[config.mk]
export PLATFORM = sky130hd
export DESIGN_NAME = a2_card_glue
export DESIGN_NICKNAME = d
export VERILOG_FILES = /design/src/rtl/a2_av_pkg.sv /design/src/rtl/a2_bus_pkg.sv /design/src/rtl/a2_card_glue.sv /design/src/rtl/activity_timer.sv /design/src/rtl/av_mixer.sv /design/src/rtl/bus_arbiter.sv /design/src/rtl/reset_seq.sv /design/src/rtl/strobe_sync.sv
export SDC_FILE = /design/constraint.sdc
export NUM_CORES = 1
export LEC_CHECK = 0
export ABC_AREA = 1
export BUFFER_PORTS_ARGS = -buffer_cell sky130_fd_sc_hd__clkbuf_2
export CELL_PAD_IN_SITES_DETAIL_PLACEMENT = 1
export CELL_PAD_IN_SITES_GLOBAL_PLACEMENT = 2
export CORE_ASPECT_RATIO = 0.8
export CORE_MARGIN = 2
export CORE_UTILIZATION = 32
export DETAILED_ROUTE_END_ITERATION = 7
export PLACE_DENSITY = 0.88
export SYNTH_ARGS = -nofsm -noshare
export SYNTH_HDL_FRONTEND = slang
export SYNTH_SLANG_ARGS = --single-unit
[constraint.sdc]
create_clock -name clk_logic_w -period 4.6 [get_ports clk_logic_w]
set_clock_uncertainty 0.15 [all_clocks]
set_input_delay 0.23 -clock clk_logic_w [delete_from_list [all_inputs] [get_ports clk_logic_w]]
set_output_delay 0.23 -clock clk_logic_w [all_outputs]
set_load 0.01 [all_outputs]
[src/rtl/a2_av_pkg.sv]
`default_nettype none

package a2_av_pkg;

    localparam int SAMPLE_W      = 16;
    localparam int SRC_SHIFT     = 3;   // 10-bit sources up to 13 bits
    localparam int SPEAKER_SHIFT = 12;  // Speaker sits on bit 12

    // Raw audio sources from the emulated cards
    typedef struct packed {
        logic       speaker;
        logic [9:0] sprite;
        logic [9:0] sound_l;
        logic [9:0] sound_r;
    } audio_src_t;

    // Mixed output sample pair
    typedef struct packed {
        logic [SAMPLE_W-1:0] left;
        logic [SAMPLE_W-1:0] right;
    } stereo_t;

    typedef struct packed {
        logic [7:0] r;
        logic [7:0] g;
        logic [7:0] b;
    } rgb_t;

endpackage

`default_nettype wire

[src/rtl/a2_bus_pkg.sv]
`default_nettype none

package a2_bus_pkg;

    // ========================================================================
    // Card bus response and strobe types
    // ========================================================================

    // One card's read response, 10 bits
    typedef struct packed {
        logic       rd;     // Card drives the data bus
        logic [7:0] data;
        logic       irq_n;  // Active low
    } card_resp_t;

    // One synchronized bus strobe
    typedef struct packed {
        logic level;
        logic rise;   // One cycle pulse
        logic fall;   // One cycle pulse
    } strobe_t;

    typedef struct packed {
        strobe_t phi1;
        strobe_t q3;
        strobe_t m7;
    } bus_strobes_t;

    localparam int RESET_CYCLES   = 100;  // Device reset hold after arst
    localparam int ACTIVITY_BITS  = 11;   // Top bit drives the indicator
    localparam bit IRQ_OUT_ENABLE = 1'b1; // Allow driving the bus IRQ

endpackage

`default_nettype wire

[src/rtl/a2_card_glue.sv]
`timescale 1ns/1ps
`default_nettype none

module a2_card_glue
    import a2_bus_pkg::*, a2_av_pkg::*;
#(
    parameter int HEARTBEAT_TICKS = 10_000_000
) (
    input  wire        clk_logic_w,
    input  wire        arst,
    input  logic       a2_phi1_i,
    input  logic       a2_q3_i,
    input  logic       a2_7m_i,
    input  logic       a2_reset_n_i,
    input  card_resp_t serial_i,
    input  card_resp_t sprite_i,
    input  card_resp_t sound_i,
    input  audio_src_t audio_src_i,
    input  logic [3:0] dip_n_i,        // [0] scanline, [1] speaker, [3:2] spare
    input  logic       row_odd_i,
    input  rgb_t       pix_i,
    output logic [7:0] a2_d_o,
    output logic       a2_d_dir_o,
    output logic       a2_irq_n_o,
    output stereo_t    audio_o,
    output rgb_t       pix_o,
    output logic [2:0] led_o,
    output logic       device_rst_n_o,
    output logic       sys_rst_n_o
);

    bus_strobes_t strobes_w;
    logic         device_rst_n_w;
    logic         sys_rst_n_w;
    logic [7:0]   arb_data_w;
    logic         arb_dir_w;
    logic         arb_irq_n_w;
    logic         sw_scanline_w;
    logic         sw_speaker_w;

    assign sw_scanline_w = ~dip_n_i[0];   // Switches read low when on
    assign sw_speaker_w  = ~dip_n_i[1];

    // ========================================================================
    // Clocking and reset
    // ========================================================================
    strobe_sync u_strobe_sync (
        .clk_logic_w (clk_logic_w),
        .arst        (arst),
        .phi1_i      (a2_phi1_i),
        .q3_i        (a2_q3_i),
        .m7_i        (a2_7m_i),
        .strobes_o   (strobes_w)
    );

    reset_seq u_reset_seq (
        .clk_logic_w    (clk_logic_w),
        .arst           (arst),
        .a2_reset_n_i   (a2_reset_n_i),
        .device_rst_n_o (device_rst_n_w),
        .sys_rst_n_o    (sys_rst_n_w)
    );

    activity_timer #(
        .HEARTBEAT_TICKS (HEARTBEAT_TICKS)
    ) u_activity_timer (
        .clk_logic_w (clk_logic_w),
        .arst        (arst),
        .run_i       (device_rst_n_w),
        .strobes_i   (strobes_w),
        .led_o       (led_o)
    );

    // ========================================================================
    // Apple II bus side
    // ========================================================================
    bus_arbiter u_bus_arbiter (
        .serial_i (serial_i),
        .sprite_i (sprite_i),
        .sound_i  (sound_i),
        .data_o   (arb_data_w),
        .d_dir_o  (arb_dir_w),
        .irq_n_o  (arb_irq_n_w)
    );

    // Bus stays quiet while the system is held in reset
    assign a2_d_o     = sys_rst_n_w ? arb_data_w : 8'h00;
    assign a2_d_dir_o = sys_rst_n_w & arb_dir_w;
    assign a2_irq_n_o = ~sys_rst_n_w | arb_irq_n_w;

    // Mixer outputs stay zero until device reset lifts
    av_mixer u_av_mixer (
        .clk_logic_w   (clk_logic_w),
        .arst          (~device_rst_n_w),
        .src_i         (audio_src_i),
        .speaker_en_i  (sw_speaker_w),
        .scanline_en_i (sw_scanline_w),
        .row_odd_i     (row_odd_i),
        .pix_i         (pix_i),
        .audio_o       (audio_o),
        .pix_o         (pix_o)
    );

    assign device_rst_n_o = device_rst_n_w;
    assign sys_rst_n_o    = sys_rst_n_w;

endmodule

`default_nettype wire

[src/rtl/activity_timer.sv]
`timescale 1ns/1ps
`default_nettype none

module activity_timer
    import a2_bus_pkg::*;
#(
    parameter int HEARTBEAT_TICKS = 10_000_000
) (
    input  wire          clk_logic_w,
    input  wire          arst,
    input  logic         run_i,        // Device reset released
    input  bus_strobes_t strobes_i,
    output logic [2:0]   led_o         // [0] heartbeat, [1] phi1, [2] q3
);

    localparam int HB_W = $clog2(HEARTBEAT_TICKS + 1);
    localparam logic [HB_W-1:0] HB_LAST = HB_W'(HEARTBEAT_TICKS - 1);

    logic [HB_W-1:0]                   hb_cnt_q;
    logic                              hb_q;
    logic [1:0][ACTIVITY_BITS-1:0]     act_q;      // [0] phi1, [1] q3
    logic [1:0]                        step_w;

    assign step_w = {strobes_i.q3.rise, strobes_i.phi1.rise};

    always_ff @(posedge clk_logic_w or posedge arst) begin
        if (arst) begin
            hb_cnt_q <= '0;
            hb_q     <= 1'b0;
            act_q    <= '0;
        end else if (!run_i) begin
            // Everything parked until the card leaves reset
            hb_cnt_q <= '0;
            hb_q     <= 1'b0;
            act_q    <= '0;
        end else begin
            if (hb_cnt_q == HB_LAST) begin
                hb_cnt_q <= '0;
                hb_q     <= ~hb_q;
            end else begin
                hb_cnt_q <= hb_cnt_q + 1'b1;
            end

            for (int i = 0; i < 2; i++) begin
                if (step_w[i]) begin
                    act_q[i] <= act_q[i] + 1'b1;   // Wraps freely
                end
            end
        end
    end

    assign led_o = {act_q[1][ACTIVITY_BITS-1], act_q[0][ACTIVITY_BITS-1], hb_q};

endmodule

`default_nettype wire

[src/rtl/av_mixer.sv]
`timescale 1ns/1ps
`default_nettype none

module av_mixer
    import a2_av_pkg::*;
(
    input  wire        clk_logic_w,
    input  wire        arst,
    input  audio_src_t src_i,
    input  logic       speaker_en_i,
    input  logic       scanline_en_i,
    input  logic       row_odd_i,
    input  rgb_t       pix_i,
    output stereo_t    audio_o,
    output rgb_t       pix_o
);

    logic [SAMPLE_W-1:0] speaker_w;
    logic [SAMPLE_W-1:0] sprite_w;
    logic [SAMPLE_W-1:0] sound_l_w;
    logic [SAMPLE_W-1:0] sound_r_w;
    stereo_t             mix_w;
    logic                dim_w;
    rgb_t                pix_w;
    stereo_t             audio_q;
    rgb_t                pix_q;

    // ========================================================================
    // Audio, all sources unsigned and aligned to the 16-bit sample
    // ========================================================================
    assign speaker_w = SAMPLE_W'(src_i.speaker & speaker_en_i) << SPEAKER_SHIFT;
    assign sprite_w  = SAMPLE_W'(src_i.sprite) << SRC_SHIFT;
    assign sound_l_w = SAMPLE_W'(src_i.sound_l) << SRC_SHIFT;
    assign sound_r_w = SAMPLE_W'(src_i.sound_r) << SRC_SHIFT;

    assign mix_w.left  = speaker_w + sprite_w + sound_l_w;   // Carry out dropped
    assign mix_w.right = speaker_w + sprite_w + sound_r_w;

    // ========================================================================
    // Scanline dimming on odd rows
    // ========================================================================
    assign dim_w   = scanline_en_i & row_odd_i;
    assign pix_w.r = dim_w ? {1'b0, pix_i.r[7:1]} : pix_i.r;
    assign pix_w.g = dim_w ? {1'b0, pix_i.g[7:1]} : pix_i.g;
    assign pix_w.b = dim_w ? {1'b0, pix_i.b[7:1]} : pix_i.b;

    always_ff @(posedge clk_logic_w or posedge arst) begin
        if (arst) begin
            audio_q <= '0;
            pix_q   <= '0;
        end else begin
            audio_q <= mix_w;
            pix_q   <= pix_w;
        end
    end

    assign audio_o = audio_q;
    assign pix_o   = pix_q;

endmodule

`default_nettype wire

[src/rtl/bus_arbiter.sv]
`timescale 1ns/1ps
`default_nettype none

module bus_arbiter
    import a2_bus_pkg::*;
(
    input  card_resp_t serial_i,
    input  card_resp_t sprite_i,
    input  card_resp_t sound_i,
    output logic [7:0] data_o,
    output logic       d_dir_o,
    output logic       irq_n_o
);

    // Fixed priority, serial wins over sprite, sprite over sound
    always_comb begin
        if (serial_i.rd) begin
            data_o = serial_i.data;
        end else if (sprite_i.rd) begin
            data_o = sprite_i.data;
        end else if (sound_i.rd) begin
            data_o = sound_i.data;
        end else begin
            data_o = 8'h00;
        end
    end

    assign d_dir_o = serial_i.rd | sprite_i.rd | sound_i.rd; // Toward the Apple II

    // Wired-AND of the card interrupts
    assign irq_n_o = ~IRQ_OUT_ENABLE | (serial_i.irq_n & sprite_i.irq_n & sound_i.irq_n);

endmodule

`default_nettype wire

[src/rtl/reset_seq.sv]
`timescale 1ns/1ps
`default_nettype none

module reset_seq
    import a2_bus_pkg::*;
(
    input  wire  clk_logic_w,
    input  wire  arst,
    input  logic a2_reset_n_i,
    output logic device_rst_n_o,
    output logic sys_rst_n_o
);

    localparam int CNT_W = $clog2(RESET_CYCLES + 1);
    localparam logic [CNT_W-1:0] CNT_LAST = CNT_W'(RESET_CYCLES - 1);

    typedef enum logic [1:0] {
        HOLD,
        COUNT,
        RUN
    } state_t;

    state_t           state_q;
    logic [CNT_W-1:0] cnt_q;
    logic             dev_rst_n_q;
    logic             sys_rst_n_q;

    always_ff @(posedge clk_logic_w or posedge arst) begin
        if (arst) begin
            state_q     <= HOLD;
            cnt_q       <= '0;
            dev_rst_n_q <= 1'b0;
            sys_rst_n_q <= 1'b0;
        end else begin
            sys_rst_n_q <= dev_rst_n_q & a2_reset_n_i; // Bus reset joins here
            case (state_q)
                HOLD: begin
                    state_q <= COUNT;
                    cnt_q   <= '0;
                end
                COUNT: begin
                    if (cnt_q == CNT_LAST) begin
                        state_q     <= RUN;
                        dev_rst_n_q <= 1'b1;   // Edge RESET_CYCLES + 1
                    end else begin
                        cnt_q <= cnt_q + 1'b1;
                    end
                end
                RUN:     dev_rst_n_q <= 1'b1;
                default: state_q <= HOLD;
            endcase
        end
    end

    assign device_rst_n_o = dev_rst_n_q;
    assign sys_rst_n_o    = sys_rst_n_q;

endmodule

`default_nettype wire

[src/rtl/strobe_sync.sv]
`timescale 1ns/1ps
`default_nettype none

module strobe_sync
    import a2_bus_pkg::*;
(
    input  wire          clk_logic_w,
    input  wire          arst,
    input  logic         phi1_i,
    input  logic         q3_i,
    input  logic         m7_i,
    output bus_strobes_t strobes_o
);

    // Bit 0 phi1, bit 1 q3, bit 2 7M
    logic [2:0] sync1_q;
    logic [2:0] sync2_q;
    logic [2:0] level_q;
    logic [2:0] rise_q;
    logic [2:0] fall_q;

    always_ff @(posedge clk_logic_w or posedge arst) begin
        if (arst) begin
            sync1_q <= '0;
            sync2_q <= '0;
            level_q <= '0;
            rise_q  <= '0;
            fall_q  <= '0;
        end else begin
            sync1_q <= {m7_i, q3_i, phi1_i};   // Metastability stage
            sync2_q <= sync1_q;
            level_q <= sync2_q;
            // Edge pulses line up with the level change
            rise_q  <= sync2_q & ~level_q;
            fall_q  <= ~sync2_q & level_q;
        end
    end

    assign strobes_o.phi1 = {level_q[0], rise_q[0], fall_q[0]};
    assign strobes_o.q3   = {level_q[1], rise_q[1], fall_q[1]};
    assign strobes_o.m7   = {level_q[2], rise_q[2], fall_q[2]};

endmodule

`default_nettype wire
==> qor.csv, run 1 <==
metric;value;unit
max_clock_freq;443;MHz
cp_max_fo;60;
cpLargestDelayFamily;buffers and inverters;
portBuffers;155;
cp-end-kind;primary output;
core-area;0.0183;mm²
cp_num_buf_inv;2;
syn-cell-area;0.00605;mm²
r2r_slack;2.75;ns
final_cell_area;0.00812;mm²
dr.pass1.iters;4;
fin_tns_setup;0;ns
worst_slew_pin_slew;0.725;ns
synth_warnings;0;
numCtsBuffers;17;
post_synth_inst_count;735;
cp.required;4.22;ns
grt_pass1_wl;29800;µm
cts_tree;built;
cts.path.max_buffers;2;
place_area;0.00706;mm²
dpl.cell_count;1131;
min_period;2.26;ns
routedWlPerCell;15.2;µm
vias;5572;
setup_violations;0;
ir_worst_vdd;0.216;mV
crit_chain;buf_4, clkbuf_2;
drc_errors;0;
power.density;348;mW/mm²
hold_viol_final;0;
root_buffer;clkbuf_16;
critical_path.max_stage_delay;0.63;ns
slowest_stage;buf_4;
clkSinkCount;114;
utilization;0.443;
synth-seq-cells;114;
status;completed;
grt_pass1_vias;5963;
grt_overflow;0;
num-nets-final;1065;
worst_ep_arrival_time;1.88;ns
dieArea;0.0200;mm²
start_util;0.330;
finalCritPeriodShare;0.491;
leakage;4.00;nW
wirelength;18400;µm
h-tree-depth;4;
final_common_cell;nand2_1;
grt_max_degree;61;
ioPinCount;167;
rows;44;
relSlewSlack;0.516;
slew_violations;0;
power;2.83;mW
start_kind;flop;
fin_cells;1209;
area_delta_synth_final;34.3;%
ys_types;37;
seq_area_frac_synth;0.472;
viasPerCell;4.61;
drtIter0Drc;200;
final_cell_mix;nand2_1, clkbuf_2, dfrtp_1;
drive_above_1_share;0.229;
worst_skew_pair.late_latency;0.41;ns
rsz0062_at_grt;false;
die_y;127;µm
synth.avg_cell_area;8.23;µm²
critical_path_class;reg2out;
clk_pin_slew_worst_paths;0.06;ns
globalRouteTotalUtil;0.190;
hold_path.class;reg2async;
routabilityCongestion;0.803;
ant_nets;0;
n_fill_cell;2227;
grt_antenna_before_repair;3;
hpwlAfterDp;12800;µm
die-width;158;µm
max_cap_violations;0;
==> Yosys cell counts, drive strengths merged <==
| cell | instances | area, µm² |
|---|---|---|
| nor3 | 15 | 96.4 |
| a31oi | 1 | 6.26 |
| nand3 | 43 | 245 |
| a211oi | 1 | 7.51 |
| buf | 13 | 98.8 |
| nand4 | 12 | 75.1 |
| a21oi | 52 | 260 |
| o22ai | 3 | 18.8 |
| nor3b | 1 | 7.51 |
| o31a | 1 | 8.76 |
| a21o | 2 | 15.0 |
| dfrtp | 114 | 2850 |
| o21bai | 1 | 7.51 |
| a21boi | 1 | 7.51 |
| nand3b | 1 | 7.51 |
| nand2 | 181 | 699 |
| o211ai | 1 | 7.51 |
| xnor2 | 10 | 87.6 |
| xor2 | 20 | 175 |
| fa | 2 | 40.0 |
| nor2 | 108 | 470 |
| o21ai | 43 | 215 |
| clkbuf | 9 | 33.8 |
| inv | 72 | 270 |
| ha | 26 | 325 |
| conb | 1 | 3.75 |
| or2 | 1 | 6.26 |
==> where the power goes <==
part | switching (mW) | internal (mW) | leakage [nW]
registers | 0.0203 | 1.06 | 1.51
logic | 0.210 | 0.156 | 2.19
clock network | 0.472 | 0.904 | 0.298
==> area by class of cell <==
cell class	count	area (µm²)	area share
sequential	114	2860	0.352
multi-input combinational	534	2820	0.347
timing repair buffer	202	1240	0.152
clock buffer	22	484	0.0596
tap	253	317	0.0390
inverter	72	270	0.0333
clock inverter	9	129	0.0159
antenna	3	7.51	0.000924
==> what timing repair did <==
action                                  CTS  global route
resized for setup                         0             0
endpoints found under the hold margin    55             0
setup buffers                             0             0
endpoints found under the setup margin    0             0
hold buffers                             44             0
==> sequential cells by signal (all words and copies together), names as in the netlist <==
signal / count
u_activity_timer.act_q: 20
u_activity_timer.hb_cnt_q: 24
u_activity_timer.hb_q: 1
u_activity_timer.led_o: 2
u_av_mixer.audio_o: 24
u_av_mixer.pix_o: 24
u_reset_seq.cnt_q: 7
u_reset_seq.device_rst_n_o: 1
u_reset_seq.state_q: 2
u_reset_seq.sys_rst_n_o: 1
u_strobe_sync.level_q: 2
u_strobe_sync.rise_q: 2
u_strobe_sync.sync1_q: 2
u_strobe_sync.sync2_q: 2
==> cell families after synthesis <==
logic type                 count (synthesis)  synth area share
other                                      1          0.000620
adders and majority gates                 28            0.0604
and+or+nand+nor                          362             0.266
xor gates and xnor gates                  30            0.0434
DFF                                      114             0.472
buffers and inverters                     94            0.0666
AOI/OAI and AO/OA                        106            0.0916
==> routing by layer <==
| metal | global-route usage | wire length, µm |
|---|---|---|
| met1 | 0.242 | 8270 |
| met2 | 0.306 | 8500 |
| met3 | 0.0536 | 1110 |
| met4 | 0.0738 | 501 |
| met5 | 0 | 0 |
==> worst paths after layout <==
check,startpoint,endpoint,depth (start not counted)
hold reg to reg,u_reset_seq.device_rst_n_o,u_av_mixer.pix_o[0],0
hold / removal,u_reset_seq.device_rst_n_o,u_av_mixer.pix_o[0],0
max in group asynchronous,arst,u_reset_seq.device_rst_n_o,4
setup / recovery,u_reset_seq.device_rst_n_o,device_rst_n_o,2
min in group clk_logic_w,audio_src_i[21],u_av_mixer.audio_o[4],2
setup reg to reg,u_activity_timer.hb_cnt_q[0],u_activity_timer.hb_q,7
==> through the flow <==
stage               setup WS, ns  hold WS, ns
finish                      2.34       0.0360
global route                2.17       0.0508
CTS                         2.27       0.0269
detailed placement          2.62       0.0356
global placement            2.61       0.0346
floorplan                   2.08        0.111
(Power assumes the default switching activity.)
==> inputs of run 2 (changes only) <==
--- a/config.mk
+++ b/config.mk
@@ -11,9 +11,9 @@
 export CELL_PAD_IN_SITES_GLOBAL_PLACEMENT = 2
 export CORE_ASPECT_RATIO = 0.8
 export CORE_MARGIN = 2
-export CORE_UTILIZATION = 32
+export CORE_UTILIZATION = 30
 export DETAILED_ROUTE_END_ITERATION = 7
-export PLACE_DENSITY = 0.88
+export PLACE_DENSITY = 0.84
 export SYNTH_ARGS = -nofsm -noshare
 export SYNTH_HDL_FRONTEND = slang
 export SYNTH_SLANG_ARGS = --single-unit
==> constraint.sdc (replaced) <==
create_clock -name clk_logic_w -period 2.08 [get_ports clk_logic_w]
set_clock_uncertainty 0.15 [all_clocks]
set_input_delay 0.104 -clock clk_logic_w [delete_from_list [all_inputs] [get_ports clk_logic_w]]
set_output_delay 0.104 -clock clk_logic_w [all_outputs]
set_load 0.01 [all_outputs]
==> run 2 against run 1 <==
Against the previous run:
- critical path depth increased by 7
- worst hold slack worse by 0.026 ns
- flip-flop and latch count unchanged
- register-to-register slack got worse by 2.5 ns
- die area increased by 6.5%
- combinational power up 130%
- wire length about the same
- sequential power grew 120%
- sequential share of layout area down 0.90 points
- setup slack got worse by 2.2 ns
- count of clock-buffer cells in the layout down 2
==> qor.csv, run 2 (same netlist as run 1, synthesis figures left out) <==
metric;value;unit;change
root_buffer;clkbuf_16;;
max_cap_violations;0;;unchanged
start_util;0.306;;-0.0244
cp.required;2.22;ns;-2.00 ns
slew_violations;0;;unchanged
cts.path.max_buffers;2;;unchanged
grt_max_degree;55;;-9.8%
dr.pass1.iters;4;;unchanged
cp-end-kind;flop;;
grt_pass1_vias;5956;;-0.12%
grt_antenna_before_repair;0;;-3
cts_resized;0;;unchanged
rsz0062_at_grt;false;;
worst_ep_arrival_time;2.13;ns;+0.25 ns
area_delta_synth_final;37.7;%;
viasPerCell;4.57;;-0.76%
cp_max_fo;3;;-95%
numCtsBuffers;17;;unchanged
n_fill_cell;2411;;+8.3%
power.density;770;mW/mm²;+120%
die-width;163;µm;+3.2%
num-nets-final;1082;;+1.6%
cts_setup_buffers;0;;unchanged
grt_pass1_wl;29700;µm;-0.27%
diodes;0;;-3
final_common_cell;nand2_1;;
hold_viol_final;0;;unchanged
leakage;4.08;nW;+2.1%
setup_violations;0;;unchanged
dpl.cell_count;1143;;+1.1%
wirelength;18400;µm;about the same
grt_overflow;0;;unchanged
finalCritPeriodShare;0.954;;
fin_cells;1234;;+2.1%
fin_tns_setup;0;ns;unchanged
drtIter0Drc;228;;+14%
drive_above_1_share;0.224;;-0.00504
power;6.41;mW;+130%
die_y;131;µm;+3.2%
utilization;0.421;;-0.0224
start_kind;primary input;;
core-area;0.0198;mm²;+8.0%
seq_area;0.00285;mm²;about the same
h-tree-depth;4;;unchanged
globalRouteTotalUtil;0.178;;-0.0122
ioPinCount;167;;unchanged
dieArea;0.0213;mm²;+6.5%
fin_hold_ws;0.0103;ns;-0.0257 ns
ir_worst_vdd;0.425;mV;+97%
final_cell_area;0.00833;mm²;+2.5%
routedWlPerCell;14.9;µm;-2.0%
ant_nets;0;;unchanged
routabilityCongestion;0.787;;-2.0%
multiInputGateArea;0.00282;mm²;unchanged
final_cell_mix;nand2_1, clkbuf_2, dfrtp_1;;
min_period;1.98;ns;
status;completed;;
worst_skew_pair.late_latency;0.41;ns;about the same
cts_tree;built;;
rows;46;;+4.5%
worst_slew_pin_slew;0.731;ns;+0.00576 ns
place_area;0.00711;mm²;+0.62%
clkSinkCount;114;;unchanged
max_clock_freq;504;MHz;
hold_path.class;in2reg;;
pre_cts_ws;0.236;ns;-2.38 ns
hpwlAfterDp;12900;µm;+1.2%
critical_path_class;in2reg;;
drc_errors;0;;unchanged
clk_pin_slew_worst_paths;0.06;ns;about the same
setup_ws;0.0958;ns;-2.24 ns
relSlewSlack;0.512;;-0.00385
vias;5644;;+1.3%
portBuffers;155;;unchanged
-- run 2: cell count changes in the layout (fill, tap and decap cells not counted) --
cell and delta:
buf_12 +2, dlygate4sd3_1 +16, dfrtp_4 -1, clkinv_2 +1, clkbuf_8 -4, bufinv_16 +2
buf_4 -1, clkbuf_1 +2, dfrtp_2 +1, clkinvlp_4 -1, diode_2 -3
-- run 2: what timing repair did --
item,in CTS,in global routing
endpoints found under the setup margin,0,0
endpoints found under the hold margin,106,0
hold buffers,60,0
-- run 2: layer usage --
layer | global-route usage | routed length (µm)
met5 | 0 | 0
met3 | 0.0483 | 946
met4 | 0.0463 | 144
met1 | 0.226 | 8390
met2 | 0.301 | 8890
-- run 2: area by class of cell --
class / instances / share of cell area
well taps: 264 / 0.0397
inverters: 72 / 0.0324
clock buffers: 20 / 0.0524
repair buffers: 219 / 0.172
flip-flops and latches: 114 / 0.343
clock inverters: 11 / 0.0224
multi-input cells: 534 / 0.339
-- run 2: path summary, 6_finish.rpt --
kind	endpoint	depth (start not counted)	slack [ns]	from
max in group asynchronous	u_av_mixer.audio_o[3]	2	1.06	u_reset_seq.device_rst_n_o
max reg2reg	u_activity_timer.hb_cnt_q[10]	6	0.27	u_activity_timer.hb_cnt_q[0]
max	u_av_mixer.audio_o[11]	9	0.1	audio_src_i[20]
min reg2reg	u_av_mixer.pix_o[17]	1	0.13	u_reset_seq.device_rst_n_o
min	u_av_mixer.audio_o[22]	3	0.01	audio_src_i[23]
min in group asynchronous	u_reset_seq.cnt_q[6]	3	0.06	arst
-- run 2: critical path: stages --
cell           delay [ns]
dlygate4sd3_1        0.55
clkbuf_2             0.12
ha_1                 0.24
fa_1                 0.44
nand2_1              0.09
nand2_1              0.06
o21ai_0              0.19
o21ai_0              0.18
xor2_1               0.17
-- run 2: report_power, final --
group,switching (mW),internal [mW],leakage [nW]
Combinational,0.475,0.379,2.27
Clock,1.05,2.11,0.304
Sequential,0.0495,2.35,1.51
Total,1.57,4.84,4.08
